[config.mk]
export PLATFORM = sky130hd
export DESIGN_NAME = ee_cmd_fifo
export DESIGN_NICKNAME = d
export VERILOG_FILES = /design/src/rtl/ee_cmd_fifo.sv
export VERILOG_INCLUDE_DIRS = /design/src /design/src/common
export SDC_FILE = /design/constraint.sdc
export NUM_CORES = 1
export LEC_CHECK = 0
export BUFFER_PORTS_ARGS = -buffer_cell sky130_fd_sc_hd__clkbuf_2
export CAP_MARGIN = 20
export CELL_PAD_IN_SITES_DETAIL_PLACEMENT = 2
export CELL_PAD_IN_SITES_GLOBAL_PLACEMENT = 2
export CORE_MARGIN = 8
export CORE_UTILIZATION = 39
export DETAILED_ROUTE_END_ITERATION = 12
export PLACE_DENSITY = 0.83
export SLEW_MARGIN = 20
export SYNTH_ARGS = -nofsm -noshare
export SYNTH_HDL_FRONTEND = slang
export SYNTH_SLANG_ARGS = --single-unit
[constraint.sdc]
create_clock -name CLK -period 2.1 [get_ports CLK]
set_input_delay 0.21 -clock CLK [delete_from_list [all_inputs] [get_ports CLK]]
set_output_delay 0.21 -clock CLK [all_outputs]
set_load 0.01 [all_outputs]
[src/common/ee_settings.svh]
`ifndef EE_SETTINGS_SVH
`define EE_SETTINGS_SVH

`define EE_ADDR_W         11
`define EE_TAG_W          3
`define EE_FIFO_DEPTH     4
`define EE_QUARTER_CYCLES 2
`define EE_DEV_CODE       4'b1010

// op + tag + address + data
`define EE_CMD_W          (1 + `EE_TAG_W + `EE_ADDR_W + 8)

`endif

[src/rtl/ee_cmd_fifo.sv]
`timescale 1ns/1ps
`include "ee_settings.svh"

module ee_cmd_fifo
(
    input  logic                 CLK,
    input  logic                 RESET,
    input  logic                 push,
    input  logic [`EE_CMD_W-1:0] wdata,
    input  logic                 pop,
    output logic [`EE_CMD_W-1:0] rdata,
    output logic                 empty,
    output logic                 full
);

    localparam int DEPTH = `EE_FIFO_DEPTH;
    localparam int PTR_W = (DEPTH > 1) ? $clog2(DEPTH) : 1;
    localparam int CNT_W = $clog2(DEPTH + 1);

    logic [`EE_CMD_W-1:0] mem [DEPTH];
    logic [PTR_W-1:0]     wr_ptr;
    logic [PTR_W-1:0]     rd_ptr;
    logic [CNT_W-1:0]     count;
    logic                 do_push;
    logic                 do_pop;

    assign do_pop  = pop && (count != '0);
    assign do_push = push && ((count != CNT_W'(DEPTH)) || do_pop);

    assign rdata = mem[rd_ptr]; // show-ahead head
    assign empty = (count == '0);

    // capture registers its push, so the one in flight already takes a slot
    assign full = (int'(count) + int'(push)) >= DEPTH;

    always_ff @(posedge CLK)
    begin
        if (RESET)
        begin
            wr_ptr <= '0;
            rd_ptr <= '0;
            count  <= '0;
        end
        else
        begin
            if (do_push)
                wr_ptr <= (wr_ptr == PTR_W'(DEPTH - 1)) ? '0 : wr_ptr + 1'b1;
            if (do_pop)
                rd_ptr <= (rd_ptr == PTR_W'(DEPTH - 1)) ? '0 : rd_ptr + 1'b1;
            if (do_push && !do_pop)
                count <= count + 1'b1;
            else if (do_pop && !do_push)
                count <= count - 1'b1;
        end
    end

    always_ff @(posedge CLK)
    begin
        if (do_push)
            mem[wr_ptr] <= wdata;
    end

endmodule

* Yosys cells after proc, flatten, opt, wreduce, memory -nomap -nowiden
Memories as Yosys holds them, arrays and structs flattened. A register that Yosys moved wholly into a read port is not among the register bits.
Index checks and enable logic that the tools add are counted.
** Word-level totals
- Flip-flop bits (word level) :: 7
- Bits in writable memories :: 92
- Bits of input ports :: 27
- Memories :: 1
** Memories
- mem :: depth 4, width 23, read ports 1, clocked after memory_dff 1, wr ports 1, RTL line ee_cmd_fifo.sv:20 : logic [`EE_CMD_W-1:0] mem [DEPTH];
** Operators by class
- $add $sub $neg :: 5
- $lt $le $gt $ge :: 1
- Eq/ne operators :: 3
- Multiplexer cells :: 8
- Reduce and logical (&&, ||, !) cells :: 10
** Operators with widths (count)
- $mux 2 :: 4
- $mux 3 :: 2
- $add 2x1->2 const B :: 2
- $add 3x1->4 :: 1
- $eq 2x2->1 const B :: 2
- $ge 4x3->1 const B :: 1
- $logic_and 1x1->1 :: 4
- $add 3x1->3 const B :: 1
- $logic_not 3->1 :: 1
- $ne 3x3->1 const B :: 1
- $reduce_bool 3->1 :: 1
- $sub 3x1->3 const B :: 1
- $logic_not 1->1 :: 2
- $mux 1 :: 2
- $reduce_bool 2->1 :: 1
- $logic_or 1x1->1 :: 1

* Depth between registers and ports, before layout
Gate-level depths: netlist of run 1.
- Depth in word-level cells :: 8
- Gate-level depth with buffers :: 8
- Gate-level depth less buffers :: 8

* Least setup slack after synthesis of run 1
Ideal clock, no wire load.
- Kind :: reg2reg
- Start :: reg count[0]
- End :: reg count[2]
- Setup time :: 71 ps
- Arrival :: 2025 ps
- Data required time :: 2029 ps
- Setup slack :: 5 ps
- Stages on the path, launching flop included :: 9
- Buffers on the path :: 0
- Clock period less this slack :: 2095 ps
- Path through :: dfxtp_1 -> or4b_4 -> and2_4 -> ha_1 -> inv_1 -> fa_1 -> xor2_1 -> or3_1 -> a21oi_1
** Between the ends
- Cells in the longest elaborated chain, start to end :: 7
- Elaborated cells between the ends (all ways) :: 14
** RTL lines
- start: declaration :: RTL line ee_cmd_fifo.sv:23 : logic [CNT_W-1:0] count;
- start signal: assignment :: RTL line ee_cmd_fifo.sv:51 : count <= count + 1'b1;
- start signal: assignment :: RTL line ee_cmd_fifo.sv:53 : count <= count - 1'b1;
- $reduce_bool 3->1 :: RTL line ee_cmd_fifo.sv:27 : assign do_pop = pop && (count != '0);
- $logic_and 1x1->1 :: RTL line ee_cmd_fifo.sv:27
- $logic_or 1x1->1 (*) :: RTL line ee_cmd_fifo.sv:28 : assign do_push = push && ((count != CNT_W'(DEPTH)) || do_pop);
- $logic_and 1x1->1 (*) :: RTL line ee_cmd_fifo.sv:28
- net do_push :: RTL line ee_cmd_fifo.sv:24 : logic do_push;
- $logic_not 1->1 :: RTL line ee_cmd_fifo.sv:52 : else if (do_pop && !do_push)
- $logic_and 1x1->1 :: RTL line ee_cmd_fifo.sv:52
- $reduce_bool 2->1 (no line)
Mark *: on every way through the listed nets, which the timed path passes. The rest lies on a longest branch. The select of a mux whose other input is x is not followed.
A chain may end at the register's enable or synchronous reset.

* Final worst setup path of run 1
- Start :: reg count[1]
- End :: reg count[2]
The elaborated chain is that of the path after synthesis.

==> results of run 1 <==
[per-layer routing]
| metal | track usage (%) | up-vias | wire [um] |
|---|---|---|---|
| met5 | 0 | - | 0 |
| met4 | 5.77 | 0 | 152 |
| met3 | 2.90 | 12 | 292 |
| met2 | 24.9 | 37 | 4620 |
| met1 | 14.0 | 990 | 3140 |
| li1 | - | 826 | - |
[report_power, final]
group | internal [mW] | switching (mW)
logic | 0.618 | 0.638
clock network | 0.555 | 0.637
registers | 2.40 | 0.0864
[worst max path at each step]
stage,end,slack [ps]
4_1_cts,count[2],5
2_1_floorplan,count[2],5
3_3_place_gp,count[2],20
6_report,count[2],0.3
5_1_grt,count[2],-70
3_5_place_dp,count[2],-80
[worst max-delay path, stage by stage (launching register included)]
cell     delay [ps]
dfxtp_4         370
or4b_4          520
and2_4          190
ha_4            170
inv_4            50
fa_2            200
xor2_1           70
or3_1           310
a21oi_1         150
[layout by cell type (no fill, tap or decap)]
cell type | Yosys | layout
buf_4 | 0 | 12
clkbuf_8 | 0 | 9
xor2_1 | 2 | 2
nand2_1 | 1 | 1
o21ai_0 | 1 | 1
inv_4 | 0 | 1
clkbuf_1 | 2 | 2
nor3_1 | 2 | 2
clkinv_2 | 0 | 1
or3_1 | 2 | 2
fa_2 | 0 | 1
ha_1 | 6 | 5
bufinv_16 | 0 | 1
clkbuf_2 | 0 | 51
edfxtp_1 | 92 | 92
nand3_1 | 1 | 1
and3_2 | 4 | 4
nor2_1 | 3 | 3
nand4b_1 | 1 | 1
mux2i_1 | 2 | 2
dfxtp_2 | 0 | 3
ha_4 | 0 | 1
mux4_2 | 23 | 23
o31ai_2 | 2 | 3
inv_6 | 0 | 1
a21oi_1 | 2 | 2
inv_1 | 3 | 2
a31o_2 | 1 | 1
clkinvlp_4 | 0 | 2
and2_4 | 1 | 1
dfxtp_4 | 0 | 1
dfxtp_1 | 9 | 5
or4b_4 | 1 | 1
[area by class of cell]
type	instances	share of cell area, %
clock buffers	11	2.92
multi-input cells	57	18.5
clock inverters	5	1.31
flip-flops and latches	101	65.6
well taps	133	3.70
inverters	3	0.306
repair buffers	63	7.68
[what timing repair did]
item                                    CTS  global route
endpoints found under the setup margin    2             2
pin swaps                                 1             2
setup buffers                             2             0
resized for setup                         6             4
hold buffers                              0             0
[state kept, by name, summed over array words and instances, names as in the netlist, named ones only]
name	cells
count	3
mem	92
wr_ptr	2
rd_ptr	2
[logic make-up (layout without fill, tap and decap cells)]
group / Yosys count / in the layout / synth area share, %
flip-flops: 101 / 101 / 77.6
multiplexers: 25 / 25 / 14.2
AND/OR/NAND/NOR: 16 / 16 / 2.74
buffers and inverters: 9 / 82 / 0.990
adder cells (fa/ha/maj): 7 / 7 / 2.51
AO/OA/AOI/OAI: 7 / 7 / 1.49
XOR/XNOR: 2 / 2 / 0.462
[stage by stage]
step           TNS [ps]  cell area, um^2
6_report              0             4500
5_1_grt           -72.8             4500
4_1_cts               0             4480
3_5_place_dp      -90.9             4260
3_3_place_gp          0             4260
2_1_floorplan         0             3790
==> flow_summary.ini, run 1 <==
[logic_synthesis]
synth_area_leader_cell = edfxtp_1
synth_seq_cells = 101
syn_inst = 167
synth_ff_type = edfxtp_1
synth.most_common_cell = edfxtp_1
yosysWarnings = 0
synth-edff-count = 92
postSynthAreaPerCell_um2 = 22.7
netlist_area_mm2 = 0.00379
synthDistinctLibCells = 25
synth_top_area_share_pct = 72.9
synth_area_leaders = edfxtp_1 (73%), mux4_2 (14%), dfxtp_1 (4.8%), ha_1 (2.0%), and3_2 (0.79%)
ys_seq_area_share_pct = 77.6
async_flop_share_pct = 0
synthTopCellsByCount = edfxtp_1 (92), mux4_2 (23), dfxtp_1 (9)
syn-num-nets = 201

[clock_network]
clockBufferDepth = 2
cts_root_buffer = clkbuf_8
path_clk_slew_ps = 100
clock-sinks = 101
cts_tree = done
h-tree-depth = 3
cts_buffers = 9
clk_latency_ps = 350

[finish]
seqCellArea_mm2 = 0.00295
fin_util_pct = 46.9
diodes = 0
finalNetCount = 269
multiInputGateArea_um2 = 831
fill_cells = 887
drive_above_1_share_pct = 48.8
layoutNonFillerInstCount = 373
area_delta_synth_final_pct = 18.6

[job]
max-cap-violations = 0

[routing]
wirelength_mm = 8.21
drcViolationCount = 0
viasPerCell = 5.00
vias = 1865
drtIter0Drc = 84
drt-pass1-iter-count = 4
drt-wirelength-per-cell_um = 22.0
ant_nets = 0

[worst_setup_path]
path_class = register to register
critPathLaunch = count[1]
endpoint_kind = register
critPathArrivalTime_ps = 2370
rr_worst_depth = 8
crit_fanout = 4
critPathLaunchType = register
rrSetupSlack_ps = 0.3
worstReg2RegEnd = count[2]
worst_ep_required_time_ps = 2370
r2r_start = count[1]

[placed_design]
place_inst = 355
dpl.hpwl_mm = 5.64
port_buffers = 51
pre_cts_slack_ps = -75.9
gp_congestion = 0.627

[grt]
grt-ovfl-total = 0
grt_start_max_net_pins = 24
antenna_found_initial = 0
track_usage_pct = 13.4
grt_pass1_vias = 2211
grt_pass1_wl_mm = 12.7

[power]
p_leak_nw = 1.55
vdd_drop_max_mv = 0.550
power.density_mw_per_mm2 = 1100
fin_total_pwr_mw = 4.94

[timing]
relSlewSlack_pct = 55.5
finalSetupViolCount = 0
rsz0062_at_grt = true
finalHoldViolations = 0
report.final.slew_viol_count = 0
fin_ws_ps = 0.272
post-route-period-util_pct = 100
holdWs_ps = 76.8
worst_clock_skew_ps = 13.9
period_needed_ps = 2100
fmax_ghz = 0.476
max_slew.worst_pin.slew_ps = 667

[hold_path]
hold_path.class = input port to register
whs_path_depth = 1
min_to = mem[1][10]
hp-start = wdata[10]

[die]
num_io_pins = 52
die_area_mm2 = 0.0131
coreArea_mm2 = 0.00959
row_count = 36
start_util_pct = 39.5
die_w_um = 115
die_y_um = 115

[run_status]
status = completed
Note: power is estimated with default switching activity, not from simulation.
==> run 2: changes to the inputs <==
--- a/config.mk
+++ b/config.mk
@@ -6,14 +6,16 @@
 export SDC_FILE = /design/constraint.sdc
 export NUM_CORES = 1
 export LEC_CHECK = 0
+export ABC_AREA = 1
 export BUFFER_PORTS_ARGS = -buffer_cell sky130_fd_sc_hd__clkbuf_2
 export CAP_MARGIN = 20
 export CELL_PAD_IN_SITES_DETAIL_PLACEMENT = 2
 export CELL_PAD_IN_SITES_GLOBAL_PLACEMENT = 2
 export CORE_MARGIN = 8
-export CORE_UTILIZATION = 39
+export CORE_UTILIZATION = 40
 export DETAILED_ROUTE_END_ITERATION = 12
-export PLACE_DENSITY = 0.83
+export PLACE_DENSITY = 0.87
+export SKIP_CTS_REPAIR_TIMING = 1
 export SLEW_MARGIN = 20
 export SYNTH_ARGS = -nofsm -noshare
 export SYNTH_HDL_FRONTEND = slang
==> constraint.sdc (replaced) <==
create_clock -name CLK -period 2.2 [get_ports CLK]
set_input_delay 0.22 -clock CLK [delete_from_list [all_inputs] [get_ports CLK]]
set_output_delay 0.22 -clock CLK [all_outputs]
set_load 0.01 [all_outputs]
==> flow_summary.ini, run 2 <==
[timing]
max_slew.worst_pin.slew_ps = 643
holdWs_ps = 78.5
report.final.slew_viol_count = 0
finalSetupViolCount = 0
fmax_ghz = 0.485
fin_setup_tns_ps = 0
relSlewSlack_pct = 57.1
fin_ws_ps = 139
period_needed_ps = 2060
rsz0062_at_grt = false
post-route-period-util_pct = 93.7
finalHoldViolations = 0
worst_clock_skew_ps = 7.34

[logic_synthesis]
synth-edff-count = 92
synth_seq_cells = 101
synth_mux_area_share_pct = 0
synthDistinctLibCells = 23
ys_seq_area_share_pct = 69.5
synth_top_family_by_area = compound AO/OA/AOI/OAI gates
synth.most_common_cell = edfxtp_1
synth_top_area_share_pct = 65.2
synth_compound_area_share_pct = 14.5
synth-simple-area-share_pct = 9.10
async_flop_share_pct = 0
synth_ff_type = edfxtp_1
synth_area_leaders = edfxtp_1 (65%), o22ai_2 (6.8%), dfxtp_1 (4.3%), o21ai_0 (3.7%), o21ai_2 (3.5%)
synth_area_leader_cell = edfxtp_1
postSynthAreaPerCell_um2 = 14.3
syn_inst = 297
synth-adder-area-share_pct = 2.25
yosysWarnings = 0
synthXorXnorAreaFrac_pct = 0
synthTopCellsByCount = edfxtp_1 (92), nor2_1 (38), o21ai_0 (31)
syn-num-nets = 331
netlist_area_mm2 = 0.00423

[routing]
drcViolationCount = 0
ant_nets = 0
vias = 2550
drt-pass1-iter-count = 4
drt-wirelength-per-cell_um = 21.6
wirelength_mm = 10.7
viasPerCell = 5.16
drtIter0Drc = 114

[worst_setup_path]
path_cells = inv_2 -> o21ai_0 -> o22ai_2 -> clkbuf_2
cpMaxStageDelayCell = inv_2
critPathTopFamily = buffers and inverters
critPathArrivalTime_ps = 1840
critPathLaunchType = register
worstReg2RegEnd = count[1]
cpPeakStageDelay_ps = 480
crit_fanout = 23
path_class = register to primary output
r2r_start = count[0]
rrSetupSlack_ps = 170
endpoint_kind = primary output
rr_worst_depth = 9
cp_num_buf_inv = 2
worst_ep_required_time_ps = 1980

[finish]
seqCellArea_mm2 = 0.00295
layout_common_cells = edfxtp_1 (92), clkbuf_2 (51), nor2_1 (34)
reg_top3 = mem x92, count x3
fill_cells = 1044
area_delta_synth_final_pct = 12.9
finalNetCount = 387
fin_util_pct = 46.3
stdcell_area_mm2 = 0.00478
multiInputGateArea_mm2 = 0.00111
layoutNonFillerInstCount = 494
diodes = 0
top_register = mem
largest_reg_flops = 92
layout_commonest_cell = edfxtp_1
drive_above_1_share_pct = 40.8

[clock_network]
path_clk_slew_ps = 90
clk_latency_ps = 360
clockBufferDepth = 2
h-tree-depth = 3
cts_buffers = 9
cts_root_buffer = clkbuf_8
cts_tree = done
clock-sinks = 101

[power]
power.density_mw_per_mm2 = 1120
p_leak_nw = 1.74
fin_total_pwr_mw = 5.34
vdd_drop_max_mv = 0.350

[die]
row_count = 37
num_io_pins = 52
die_w_um = 119
die_area_mm2 = 0.0141
coreArea_mm2 = 0.0103
die_y_um = 119
start_util_pct = 41.0

[grt]
grt_start_max_net_pins = 47
track_usage_pct = 15.7
grt_pass1_wl_mm = 17.0
grt-ovfl-total = 0
grt_pass1_vias = 3056
antenna_found_initial = 0

[hold_path]
min_to = mem[1][18]
whs_path_depth = 1
hold_path.class = input port to register
hp-start = wdata[18]

[placed_design]
place_inst = 478
dpl.hpwl_mm = 6.93
pre_cts_slack_ps = 113
port_buffers = 51
gp_congestion = 0.720
dpl-instance-area_mm2 = 0.00462

[job]
max-cap-violations = 0

[run_status]
status = completed
## run 2: changes by cell type after synthesis, sizes merged, moves of 4 or more
cell / before / now
nor2: 3 / 62
buf: 4 / 13
o22ai: 0 / 23
inv: 3 / 19
mux4: 23 / 0
and3: 4 / 0
nand3: 1 / 6
o21ai: 1 / 48
nand2: 1 / 13
## run 2: cell type report
type                            count  share of cell area [%]
Clock buffer                       11                    2.75
Clock inverter                      5                   0.576
Inverter                           19                    1.65
Multi-Input combinational cell    164                    23.1
Sequential cell                   101                    61.6
Tap cell                          136                    3.56
Timing Repair Buffer               58                    6.70
## run 2: kinds of logic after synthesis
| logic type | count (synthesis) |
|---|---|
| flip-flops | 101 |
| adder cells (fa/ha/maj) | 7 |
| buffers and inverters | 32 |
| AND/OR/NAND/NOR | 82 |
| AO/OA/AOI/OAI | 75 |
## run 2: routing by layer
layer,global-route usage (%),up-vias,part of all wire (%)
met4,5.22,0,1.3
met1,16.6,1313,40
met5,0,-,0
met2,29.8,45,55
met3,3.64,10,3.2
li1,-,1182,-
## run 2: report_power, final
part / internal [mW] / switching [mW]
logic: 0.671 / 1.21
clock network: 0.403 / 0.614
registers: 2.31 / 0.138
total: 3.38 / 1.96
## run 2: worst max-delay path by stage
stage,from,end,slack [ps],cells after the start
3_3_place_gp,count[0],count[2],320,13
3_5_place_dp,count[0],count[2],110,13
4_1_cts,count[0],count[2],60,13
5_1_grt,count[0],count[2],1,13
6_report,register,rdata[4],140,4
2_1_floorplan,count[0],mem[0][0],100,4
==> run 3: changes to the inputs <==
--- a/config.mk
+++ b/config.mk
@@ -12,9 +12,11 @@
 export CELL_PAD_IN_SITES_DETAIL_PLACEMENT = 2
 export CELL_PAD_IN_SITES_GLOBAL_PLACEMENT = 2
 export CORE_MARGIN = 8
-export CORE_UTILIZATION = 40
+export CORE_UTILIZATION = 42
+export CTS_BUF_LIST = sky130_fd_sc_hd__clkbuf_8
 export DETAILED_ROUTE_END_ITERATION = 12
-export PLACE_DENSITY = 0.87
+export PLACE_DENSITY = 0.9
+export SETUP_SLACK_MARGIN = 0.3
 export SKIP_CTS_REPAIR_TIMING = 1
 export SLEW_MARGIN = 20
 export SYNTH_ARGS = -nofsm -noshare
==> constraint.sdc (replaced) <==
create_clock -name CLK -period 2.2 [get_ports CLK]
set_input_delay 0.22 -clock CLK [delete_from_list [all_inputs] [get_ports CLK]]
set_output_delay 0.22 -clock CLK [all_outputs]
set_load 0.05 [all_outputs]
==> flow_summary.ini, run 3 (synthesized netlist as in run 2, its figures left out) <==
[clock_network]
cts_root_buffer = clkbuf_8
clk_latency_ps = 370
cts_tree = done
clock-sinks = 101
h-tree-depth = 3
cts_buffers = 9
path_clk_slew_ps = 110
clockBufferDepth = 2

[die]
die_y_um = 116
die_area_mm2 = 0.0136
coreArea_mm2 = 0.00977
start_util_pct = 43.3
die_w_um = 116
row_count = 36
num_io_pins = 52

[worst_setup_path]
rrSetupSlack_ps = 350
crit_fanout = 46
rr_worst_depth = 9
r2r_start = count[2]
critPathLaunchType = register
path_cells = buf_12 -> inv_16 -> o21ai_1 -> o22ai_2 -> buf_4
worst_ep_required_time_ps = 1980
endpoint_kind = primary output
critPathArrivalTime_ps = 1670
cpPeakStageDelay_ps = 390
cpMaxStageDelayCell = dfxtp_4
path_class = register to primary output

[finish]
fill_cells = 936
top_register = mem
finalNetCount = 396
drive_above_1_share_pct = 43.9
area_delta_synth_final_pct = 16.9
diodes = 0
largest_reg_flops = 92
stdcell_area_mm2 = 0.00495
layout_common_cells = edfxtp_1 (92), nor2_1 (34), clkbuf_2 (32)
layout_commonest_cell = edfxtp_1
reg_top3 = mem x92, count x3

[timing]
max_slew.worst_pin.slew_ps = 386
report.final.slew_viol_count = 0
rsz0062_at_grt = true
finalHoldViolations = 0
period_needed_ps = 1890
worst_clock_skew_ps = 16.6
fin_setup_tns_ps = 0
relSlewSlack_pct = 74.3
post-route-period-util_pct = 85.8
finalSetupViolCount = 0
fmax_ghz = 0.530

[routing]
vias = 2556
drcViolationCount = 0
viasPerCell = 5.11
ant_nets = 0
drt-pass1-iter-count = 4
drt-wirelength-per-cell_um = 21.9
drtIter0Drc = 100
wirelength_mm = 10.9

[placed_design]
dpl-instance-area_mm2 = 0.00461
dpl.hpwl_mm = 6.90
port_buffers = 51
gp_congestion = 0.705

[hold_path]
hold_path.class = input port to register
hp-start = wdata[8]
whs_path_depth = 1

[grt]
grt-ovfl-total = 0
antenna_found_initial = 0
grt_start_max_net_pins = 47
grt_pass1_wl_mm = 16.2
grt_pass1_vias = 2869
track_usage_pct = 16.4

[power]
vdd_drop_max_mv = 0.500
fin_total_pwr_mw = 6.57
p_leak_nw = 1.82
power.density_mw_per_mm2 = 1330

[run_status]
status = completed

[job]
max-cap-violations = 0
==> run 3: cell type report <==
| type | count | area [um^2] | area share (%) |
|---|---|---|---|
| clock buffer | 9 | 124 | 2.50 |
| clock inverter | 7 | 78.8 | 1.59 |
| inverter | 19 | 90.1 | 1.82 |
| multi-input combinational | 164 | 1120 | 22.5 |
| sequential | 101 | 2950 | 59.7 |
| tap | 133 | 166 | 3.36 |
| timing repair buffer | 67 | 420 | 8.49 |
==> run 3: stage by stage <==
step                std cells  utilization [%]  hold slack [ps]  worst slack, ps
finish                    500             50.6             60.2              312
global route              500             50.6             53.1              230
CTS                       492             49.2             50.3             -100
detailed placement        476             47.2              447              127
global placement          476             47.2              434              296
floorplan                 297                -              319              103
==> run 3: path summary, 6_finish.rpt <==
path / to
min reg2reg: rd_ptr[0]
min: mem[3][8]
max: rdata[12]
max reg2reg: count[1]
==> run 3: worst max-delay path: cells and delay by family, from the launching register on <==
family,cells,cell delay [ps]
AOI/OAI and AO/OA,2,320
DFF,1,390
buffers and inverters,3,550
==> run 3: metal layers <==
metal / part of all wire, % / wire length [um] / track usage (%) / vias to the layer above
li1: - / - / - / 1199
met1: 41 / 4440 / 18.4 / 1287
met2: 54 / 5890 / 29.9 / 57
met3: 3.9 / 429 / 3.00 / 13
met4: 1.8 / 192 / 6.48 / 0
met5: 0 / 0 / 0 / -
==> run 3: where the power goes <==
group / leakage [nW] / total (mW) / internal [mW] / switching [mW]
combinational: 0.797 / 2.90 / 0.830 / 2.07
clock: 0.104 / 1.23 / 0.543 / 0.691
sequential: 0.920 / 2.43 / 2.32 / 0.119
